**config.mk**
```make
export PLATFORM = sky130hd
export DESIGN_NAME = self_test_result
export DESIGN_NICKNAME = d
export VERILOG_FILES = /design/src/rtl/self_test_result.sv
export SDC_FILE = /design/constraint.sdc
export NUM_CORES = 1
export LEC_CHECK = 0
export ABC_CLOCK_PERIOD_IN_PS = 1700
export BUFFER_PORTS_ARGS = -buffer_cell sky130_fd_sc_hd__buf_2
export CAP_MARGIN = 40
export CORE_MARGIN = 8
export CORE_UTILIZATION = 38
export DETAILED_ROUTE_END_ITERATION = 6
export MAX_ROUTING_LAYER = met4
export PLACE_DENSITY = 0.83
export SLEW_MARGIN = 40
export SYNTH_ARGS = -nofsm -noshare
export SYNTH_HDL_FRONTEND = slang
export SYNTH_SLANG_ARGS = --single-unit
```
**constraint.sdc**
```tcl
create_clock -name clk -period 1.7 [get_ports clk]
set_input_delay 0.34 -clock clk [delete_from_list [all_inputs] [get_ports clk]]
set_output_delay 0.34 -clock clk [all_outputs]
set_load 0.03 [all_outputs]
```
**src/rtl/self_test_result.sv**
```systemverilog
`timescale 1ns/1ps

module self_test_result #(
    parameter int ROWS = 4,
    parameter int COLS = 4
) (
    input  logic                 clk,
    input  logic                 rst,
    input  logic                 stw_start,
    input  logic [ROWS*COLS-1:0] stw_flag,
    input  logic [ROWS*COLS-1:0] stw_ok,
    output logic                 stw_done,
    output logic [ROWS*COLS-1:0] stw_pass
);

    // a new start wipes the previous verdict
    // done stays up until the next start
    always_ff @(posedge clk) begin
        if (rst) begin
            stw_done <= 1'b0;
            stw_pass <= '0;
        end else if (stw_start) begin
            stw_done <= 1'b0;
            stw_pass <= '0;
        end else if (&stw_flag) begin
            stw_done <= 1'b1;
            stw_pass <= stw_ok;
        end
    end

endmodule

```
* Word level (Yosys, flattened, before mapping)
Cells that the tools add are included.
** Word-level totals
- Register bits :: 17
- Latch bits :: 0
- RAM bits :: 0
- Bits in read-only memories :: 0
- Input bits :: 35
- Output and inout bits :: 17
- Memories kept :: 0
** Operators by class
- Add/sub/neg operators :: 0
- $mul :: 0
- Div/mod/pow operators :: 0
- Order comparisons :: 0
- Equal/unequal tests :: 0
- Shift-type cells :: 0
- Mux-type cells :: 0
- Bitwise gates (word level) :: 0
- Reduce and logical (&&, ||, !) cells :: 2
** Operators with widths (number)
- $reduce_and 16->1 :: 1
- $reduce_or 2->1 :: 1

* Depth between registers and ports, before layout
- Word-level depth :: 1
- Gate-level depth with buffers :: 5
- Mapped depth without buffers :: 3

* Worst setup path before layout
No wires, ideal clock.
- Kind :: input to register
- Start point :: in stw_flag[2]
- End point :: reg stw_pass[10]
- Setup time :: 0.118 ns
- Arrival time :: 1.340 ns
- Data required time :: 1.582 ns
- Slack :: 0.241 ns
- Stages :: 5
- Buffers on the path :: 2
- Cells stage by stage :: nand4_1 > or4_1 > buf_6 > buf_12 > mux2i_1
** Between the ends
- Word-level cells in the longest chain between the ends :: 1
** Ends and longest elaborated chain
- start, declared :: RTL line 10 : input logic [ROWS*COLS-1:0] stw_flag,
- $reduce_and 16->1 :: RTL line 25 : end else if (&stw_flag) begin
- end signal, assigned :: RTL line 27 : stw_pass <= stw_ok;
- end, declared :: RTL line 13 : output logic [ROWS*COLS-1:0] stw_pass
No other way between the ends.
A chain may end at the register's enable or synchronous reset.

* Worst setup path in the final report
- Start point :: in stw_flag[3]
- End point :: reg stw_pass[13]
Same word-level chain as after synthesis.

==> summary.md <==
| Metric | Value |
|---|---|
| Most numerous cell in the Yosys netlist | nand2_1 |
| Share of the synthesized area in the top cell type | between 40 and 50% |
| FP Rows | 15 |
| Synth Warn # | 0 |
| Routed Antenna Nets | 0 |
| DRC errors left | 0 |
| List of most frequent post-synthesis cells | 32 x nand2_1, 17 x dfxtp_1, 16 x mux2i_1, 4 x nand4_1, 3 x clkbuf_1 |
| Root Buffer | clkbuf_4 |
| CP Capture Type | flip-flop |
| Setup Skew | 0 ns |
| Main combinational cell family by area after synthesis | multiplexers |
| Drt first pass iters | 2 |
| Num CTS Buffers | 3 |
| Largest net degree at the start of global routing | 34 |
| CTS sink cnt | 17 |
| Critical-path cell list | buf_2 -> nand4_1 -> or4_1 -> buf_4 -> mux2i_1 |
| Routability cong. | approximately 0.68 |
| MaxCap Viol Count | 0 |
| Pwr per Cell Area | approximately 670 mW/mm² |
| Yosys top cell by area | dfxtp_1 |
| Die Wd | around 59 µm |
| Synthesis-to-layout area growth | 40.49% |
| Status | finished, final reports clean |
| Crit path DAT | around 1.4 ns |
| Synth Area in Adders | 0% |
| Mean post-synth cell area | 9.111 µm² |
| VDD IR max | 0.0003570 V |
| Fillers | between 150 and 200 |
| Overall global routing resource usage | a little under an eighth |
| Grt total ovfl | 0 |
| Fin crit share | between 70% and 80% |
| Seq cells post-synth | 17 |
| Async SR Flop Fraction | 0% |
| Cell count after synthesis | between 70 and 80 |
| CP required | between 1.5 and 2 ns |
| CP startpoint kind | input pin |
| Core ar. | roughly 0.0017 mm² |
| Clock latency on the worst-skew pair | between 0.2 and 0.3 ns |
| LEAKAGE | around 0.00058 µW |
| Post-Synthesis Cell Area | around 700 µm² |
| PostCTS Resize Cnt | 0 |
| Post-DP HPWL | around 1.6 mm |
| Final Hold Viols | 0 |
| Fin crit period | around 1.2 ns |
| Yosys cell types | 11 |
| Io pins | 52 |
| Initial Util | just over 40% |
| Rel. slew slack | around four fifths |
| Ys flop type | dfxtp_1 |
| Max FO, Critical Path | 17 |
| DR vias | slightly above 700 |
| Share of layout cells above drive strength 1 | about 44% |
| First-pass GRT wire length | approximately 3.0 mm |
| Max clock buf depth | 2 |
| Placed Area | about 970 µm² |
| Register area | roughly 340 µm² |
| Port Buffers | between 50 and 60 |
| Post-route cell area | ~1000 µm² |
| Vias per cell | between 4 and 5 |
| Placed insts | between 150 and 200 |
| Post-synthesis xor/xnor area fraction | 0% |
| Worst Setup Path Type | input pin to flip-flop |
| Cts hold-fix bufs | 0 |
| TritonCTS clock tree | done |
| Simple-Gate Fraction of Synth Area | between 20% and 30% |
| Initial DRC count | 12 |
| Syn_nets | approximately 110 |
| Area of the die | around 0.0035 mm² |
| Fin Setup TNS | 0 ns |
| Worst Hold Class | input pin to flip-flop |
| Die height | slightly below 60 µm |
| Max Freq | just over 800 MHz |
| Mux cell area share after synthesis | between 20% and 30% |
| Final wirelength | 1.881 mm |
| Register area share after synthesis | a little under half |
| Number of global-route vias before repair | approximately 740 |
| Routed length per instance | roughly 12 µm |
| Layout Cells excl Fill | around 160 |
| Setup violators final | 0 |
| RSZ-0062 raised after global routing | no |
| Synth top area cells | dfxtp_1 48%, mux2i_1 23%, nand2_1 17% |
| # diodes | 0 |
| Crit-path slowest cell | or4_1 |
| Slew Viols, Final | 0 |
| Clock Pin Slew Worst Setup and Hold Paths | 0.10 ns |
| CP peak stage delay | around 0.50 ns |
| Initial antenna violation count | 0 |
| Postcts setup bufs | 0 |
| Layout net count | between 150 and 200 |
| Post-synth EDFFs | 0 |
| Htree depth | 1 |
| Synth Area in Compound Gates | 1.056% |
| Worst-Margin Slew | around 0.29 ns |
| Area of the multi-input gates | between 300 and 400 µm² |
## report_power, final
part | switching (µW) | internal (µW)
sequential | 0.000969 | 398
combinational | 24.9 | 34.0
clock | 119 | 91.0
## final cells by class
type / count / area share (%)
Sequential cell: 17 / 34.09
Inverter: 1 / 0.3759
Multi-Input combinational cell: 55 / 32.71
Timing Repair Buffer: 53 / 27.07
Tap cell: 25 / 3.133
Clock buffer: 4 / 2.632
## path summary, 6_finish.rpt
| path | cells past startpoint | slack [ns] | startpoint | end |
|---|---|---|---|---|
| worst min register to register | 2 | 0.45 | stw_done$_SDFFE_PP0P_ | stw_done$_SDFFE_PP0P_ |
| worst max-delay path | 5 | 0.47 | stw_flag[3] | stw_pass[13]$_SDFFE_PP0P_ |
| worst max register to register | 2 | 1.09 | stw_pass[3]$_SDFFE_PP0P_ | stw_pass[3]$_SDFFE_PP0P_ |
| worst min-delay path | 3 | 0.29 | stw_ok[12] | stw_pass[12]$_SDFFE_PP0P_ |
## sequential cells by signal, summed over array words and instances (netlist names)
| register | cells |
|---|---|
| stw_done | 1 |
| stw_pass | 16 |
## layer usage
layer	global-route usage [%]	vias to the layer above	share of wire [%]
met4	6.143	0	1.9
met2	20.03	32	53
met5	-	-	0
li1	-	361	-
met1	11.51	307	41
met3	2.386	4	4.6
## worst max-delay path, delay by kind of cell
| family | cells | cell delay (ns) |
|---|---|---|
| buffers and inverters | 2 | 0.31 |
| muxes | 1 | 0.15 |
| and+or+nand+nor | 2 | 0.59 |
## logic make-up after synthesis
| group | count (synthesis) |
|---|---|
| AND/OR/NAND/NOR | 38 |
| AO/OA/AOI/OAI | 1 |
| buffers and inverters | 6 |
| flip-flops | 17 |
| multiplexers | 16 |
## cells in the final DEF, fill, tap and decap left out
cell type | netlist | final
buf_2 | 0 | 51
nand2_1 | 32 | 32
dfxtp_1 | 17 | 17
mux2i_1 | 16 | 16
nand4_1 | 4 | 4
clkbuf_4 | 0 | 3
buf_4 | 0 | 2
nor2_2 | 0 | 1
or4_1 | 1 | 1
inv_1 | 1 | 1
a21boi_1 | 1 | 1
clkbuf_1 | 3 | 1
## through the flow
stage / power (µW) / worst slack [ns] / utilization, % / hold slack, ns
floorplan: 425.3 / 0.2415 / - / 0.4788
global placement: 464.7 / 0.1922 / 55.70 / 0.4286
detailed placement: 466.9 / 0.1604 / 55.70 / 0.4396
CTS: 675.8 / 0.4688 / 57.20 / 0.2817
global route: 705.4 / 0.4395 / 57.20 / 0.2711
finish: 667.1 / 0.4735 / 57.20 / 0.2883
(Power assumes the default switching activity.)
