File: src/common/systolic_pkg.sv
package systolic_pkg;

    // raw control bits as they arrive from the sequencer
    typedef struct packed {
        logic stat_bit;
        logic out_select;
        logic op2_select;
    } pe_ctl_t;

    // array phase after decode
    // load shifts weights down, matmul streams operands and sums
    typedef enum logic [1:0] {
        phase_hold   = 2'd0,
        phase_load   = 2'd1,
        phase_matmul = 2'd2
    } pe_phase_t;

    // stop-the-world self-test sequencer
    typedef enum logic [1:0] {
        stw_arm  = 2'd0,
        stw_idle = 2'd1,
        stw_run  = 2'd2
    } stw_state_t;

    // known-answer multiply-add
    // op1 * op2 + add must give expected
    localparam int stw_mult_op1 = 3;
    localparam int stw_mult_op2 = 5;
    localparam int stw_add_op   = 7;
    localparam int stw_expected = 22;

    // default array shape
    localparam int default_rows   = 4;
    localparam int default_cols   = 4;
    localparam int default_word_w = 16;

endpackage

File: src/rtl/array_ctl_decode.sv
`timescale 1ns/1ps

module array_ctl_decode (
    input  logic                  clk,
    input  logic                  rst,
    input  systolic_pkg::pe_ctl_t ctl,
    input  logic                  stw_en,
    output systolic_pkg::pe_phase_t phase,
    output logic                  stw_start
);

    systolic_pkg::stw_state_t stw_state;

    // phase decode, purely combinational
    always_comb begin
        if (ctl.op2_select && !ctl.out_select) begin
            phase = systolic_pkg::phase_load;
        end else if (ctl.out_select && !ctl.op2_select && ctl.stat_bit) begin
            phase = systolic_pkg::phase_matmul;
        end else begin
            phase = systolic_pkg::phase_hold;
        end
    end

    // arm once after reset, then accept one request per idle visit
    always_ff @(posedge clk) begin
        if (rst) begin
            stw_state <= systolic_pkg::stw_arm;
            stw_start <= 1'b0;
        end else begin
            stw_start <= 1'b0;
            case (stw_state)
                systolic_pkg::stw_arm: begin
                    stw_state <= systolic_pkg::stw_idle;
                end
                systolic_pkg::stw_idle: begin
                    if (stw_en) begin
                        stw_start <= 1'b1;
                        stw_state <= systolic_pkg::stw_run;
                    end
                end
                systolic_pkg::stw_run: begin
                    // start pulse drops here
                    stw_state <= systolic_pkg::stw_idle;
                end
                default: begin
                    stw_state <= systolic_pkg::stw_arm;
                end
            endcase
        end
    end

endmodule

File: config.mk
export PLATFORM = sky130hd
export DESIGN_NAME = array_ctl_decode
export DESIGN_NICKNAME = d
export VERILOG_FILES = /design/src/common/systolic_pkg.sv /design/src/rtl/array_ctl_decode.sv
export SDC_FILE = /design/constraint.sdc
export NUM_CORES = 1
export LEC_CHECK = 0
export BUFFER_PORTS_ARGS = -buffer_cell sky130_fd_sc_hd__buf_4
export CORE_AREA = 3 3 40 42
export DETAILED_ROUTE_END_ITERATION = 6
export DIE_AREA = 0 0 43 45
export SYNTH_ARGS = -nofsm -noshare
export SYNTH_HDL_FRONTEND = slang
export SYNTH_SLANG_ARGS = --single-unit
File: constraint.sdc
create_clock -name clk -period 0.8 [get_ports clk]
set_input_delay 0.12 -clock clk [delete_from_list [all_inputs] [get_ports clk]]
set_output_delay 0.12 -clock clk [all_outputs]
set_load 0.03 [all_outputs]
---- After elaboration in Yosys (flattened, before gate mapping) ----
Cells that the tools add are included.
storage, ports and cells
  register bits after elaboration ......... 3
  memories ................................ 0
  input port bits ......................... 6
  output and inout port bits .............. 3
  ROM bits ................................ 0
  logic and storage cells ................. 19
  bits in writable memories ............... 0
  latch bits .............................. 0
cells by class
  bitwise logic cells ..................... 1
  eq/ne operators ......................... 3
  shifts and indexed selects .............. 0
  magnitude comparators ................... 0
  $mul .................................... 0
  add/subtract/negate cells ............... 0
  divide/modulo/power cells ............... 0
  reduce and logical (&&, ||, !) cells .... 8
  muxes and demuxes ....................... 5
operators by type and width
  cell                  number
  $mux W2               3
  $pmux W2 S2           1
  $reduce_or A2 Y1      2
  $logic_and A1 B1 Y1   3
  $eq A2 B1 Y1 const B  1
  $eq A2 B2 Y1 const B  1
  $logic_not A1 Y1      2
  $logic_not A2 Y1      1
  $ne A2 B2 Y1 const B  1
  $mux W1               1
  $not A1 Y1            1

---- Depth between registers and ports, before layout ----
  word-level depth ........................ 5
  mapped depth ............................ 2
  gate-level depth less buffers ........... 2

---- Worst setup path after synthesis ----
Ideal clock, no wire load.
  path kind ............................... input -> output
  start ................................... input port ctl[0] (netlist bit)
  end ..................................... output port phase[0]
  arrival time ............................ 0.575 ns
  path slack .............................. 0.105 ns
  path buffers ............................ 0
  stages on the path ...................... 1
  required time ........................... 0.680 ns
  cells stage by stage .................... nor2b_1
between the ends
  cells in the longest elaborated chain, start to end .. 2
ends and longest elaborated chain
  item                 line                    source
  start: declaration   array_ctl_decode.sv:6   input systolic_pkg::pe_ctl_t ctl,
  $logic_and A1 B1 Y1  array_ctl_decode.sv:16  if (ctl.op2_select && !ctl.out_select) begin
  $mux W2              array_ctl_decode.sv:16
  end: declaration     array_ctl_decode.sv:8   output systolic_pkg::pe_phase_t phase,
Every way passes these cells.

---- Worst setup path after layout ----
  start ................................... register stw_start
  end ..................................... output port stw_start
RTL lines
  item                      line                    source
  start: declaration        array_ctl_decode.sv:9   output logic stw_start
  start signal: assignment  array_ctl_decode.sv:29  stw_start <= 1'b0;
  start signal: assignment  array_ctl_decode.sv:31  stw_start <= 1'b0;
  start signal: assignment  array_ctl_decode.sv:38  stw_start <= 1'b1;
No word-level cell between the ends.

==> key figures <==
Place
  – Pre-CTS setup slack: between 0.1 and 0.15 ns
  – IO buf count: 8
  – Placed inst area: roughly 190 sq um
  – Placed cells: 33
  – Final Wtd Congestion: a little under 0.6

Floorplanning
  – Die ar.: slightly below 2000 sq um
  – Core area: ~1300 sq um
  – Width of the die: 43 um
  – Initial Util: 0.0857
  – # IOs: 9
  – # rows: 13
  – Die H: 45 um

Power
  – Static leakage: 0.0988 nW
  – Power Density: 2250 nW/um^2
  – Worst VDD drop: just under 600 uV

Synthesis
  – Syn nets: 16
  – FF+latch count, synth: 3
  – Synth area leader: dfxtp_1
  – Synth cell types: 6
  – Synth top area share: 0.545
  – Yosys warns: 0
  – Post-Syn Area: around 110 sq um
  – Synth top area cells: dfxtp_1 55%, and4bb_2 23%, nor2_1 6.8%
  – Cells after Synth: 10
  – Seq/Total Area, Yosys: 0.545
  – Mapped Avg Cell Area: ~11 sq um

Clocking
  – Clk sink count: 3
  – Post-CTS Setup Inserts: 0
  – H-tree Lvls: 1
  – CTS tree: yes
  – Post-CTS resize count: 2
  – Max Root-Sink Buffers: 2
  – Clk pin slew, worst setup/hold paths: around 0.04 ns
  – Root Driver: clkbuf_4
  – Hold_buf cts: 0
  – CTS buffer count: 3
  – Clock Latency Late Sink: around 0.23 ns

Drt
  – Vias/cell: between 3 and 4
  – Drt drc: 0
  – Vias: around 120
  – Final wirelength: about 320 um
  – Wire length per cell: roughly 8.6 um
  – Final ANT Viol Nets: 0
  – Initial DRC count: 2
  – 1st-pass router iterations: 2

STA
  – Final setup fails: 0
  – Layout Skew: between 0.002 and 0.0025 ns
  – Period minus WS final: roughly 0.79 ns
  – Max Slew Vio Count: 0
  – RSZ-0062 raised after global routing: yes
  – Fin. Hold Viols: 0
  – Fmax: 1.27 GHz
  – Worst slew margin: 0.930
  – Period utilisation layout: 0.984
  – Worst Tran Pin Value: 0.106 ns
  – Setup WS post-layout: between 0.01 and 0.015 ns

Layout
  – Post-route cell area: around 220 sq um
  – Layout cell share with drive strength beyond 1: 0.636
  – Fillers: 147
  – Nets: 29
  – Register area: just over 60 sq um
  – Most common cell after layout, fill and taps aside: buf_4
  – Area occupied by multi-input gates: between 50 and 60 sq um
  – Area growth syn-to-layout: 100%
  – Final cell count without fillers: 37
  – N_diodes: 0
  – Final core utilization: 0.171
  – Commonest non-fill, non-tap cells in the layout: 7 x buf_4, 3 x clkbuf_4, 2 x nor2_1, 2 x and4bb_2, 2 x dfxtp_1

Critical path
  – Worst Path Arrival: about 0.67 ns
  – Worst Path Max Fanout: 1
  – CP max stage cell: dfxtp_2
  – Critical path type: reg2out
  – CP bufs+invs: 1
  – Delay-heaviest family, CP: flip-flops
  – Worst EP required: 0.68 ns
  – Startpoint Class: flop
  – CP endpoint kind: primary output
  – Critical path's largest stage delay: between 0.3 and 0.4 ns
  – Worst path cell trace: buf_6

Global routing
  – Largest net degree at the start of global routing: 4
  – Met3 Resource Use GR: 0.0677
  – GRT Residual Overflow: 0
  – Initial antenna violation count: 0
  – Met2 usage: 0.0449
  – Tot GR Track Use: 0.0482
  – Top Usage Layer GRT: met3
  – Grt met1 use: 0.0408
  – First-pass GRT wire length: about 530 um
  – Vias in the first global route: 127

Hold path
  – Worst Hold Class: in2reg

Flow run
  – MaxCap Viol Count: 0

Outcome
  – Outcome: completed
-- state kept, by name, summed over array words and instances, names as in the netlist --
| name | cells |
|---|---|
| stw_start | 1 |
| stw_state | 2 |
-- worst paths after layout --
| kind | from | end | slack [ns] | cells after the start |
|---|---|---|---|---|
| setup / recovery | stw_start | stw_start | 0.01 | 1 |
| hold / removal | rst | stw_state[0] | 0.05 | 2 |
| setup reg to reg | stw_state[1] | stw_start | 0.14 | 1 |
| hold reg to reg | stw_state[0] | stw_state[0] | 0.52 | 2 |
-- layout make-up --
type / count / share of cell area
Timing Repair Buffer: 8 / 0.290
Sequential cell: 3 / 0.278
Multi-Input combinational cell: 7 / 0.227
Clock buffer: 4 / 0.119
Tap cell: 15 / 0.0852
-- layer usage --
metal | part of all wire | up-vias | routed length [um]
li1 | - | 59 | -
met1 | 0.52 | 45 | 165
met2 | 0.28 | 11 | 89
met3 | 0.20 | 0 | 65
met4 | 0 | 0 | 0
met5 | 0 | - | 0
-- power breakdown --
part | switching [mW] | internal [mW] | total [mW]
clock network | 0.0836 | 0.187 | 0.271
registers | 0.00439 | 0.159 | 0.163
logic | 0.0272 | 0.0346 | 0.0618
total | 0.115 | 0.381 | 0.496
-- stage by stage --
step                      TNS [ns]  hold slack (ns)  power (mW)
after detailed placement         0            0.300       0.226
final                            0           0.0535       0.496
after global placement           0            0.298       0.225
after floorplan                  0            0.192       0.191
after global routing       -0.0188           0.0465       0.538
after CTS                 -0.00117           0.0457       0.512
-- Yosys cell counts, drive strengths merged --
master / count
dfxtp: 3
and4bb: 2
nor2: 2
nand2: 1
nor2b: 1
o21a: 1
-- logic make-up after synthesis --
kind of cell     count (synthesis)  share of synthesized area
AO/OA/AOI/OAI                    1                     0.0682
flip-flops                       3                      0.545
AND/OR/NAND/NOR                  6                      0.386
(Power assumes the default switching activity.)
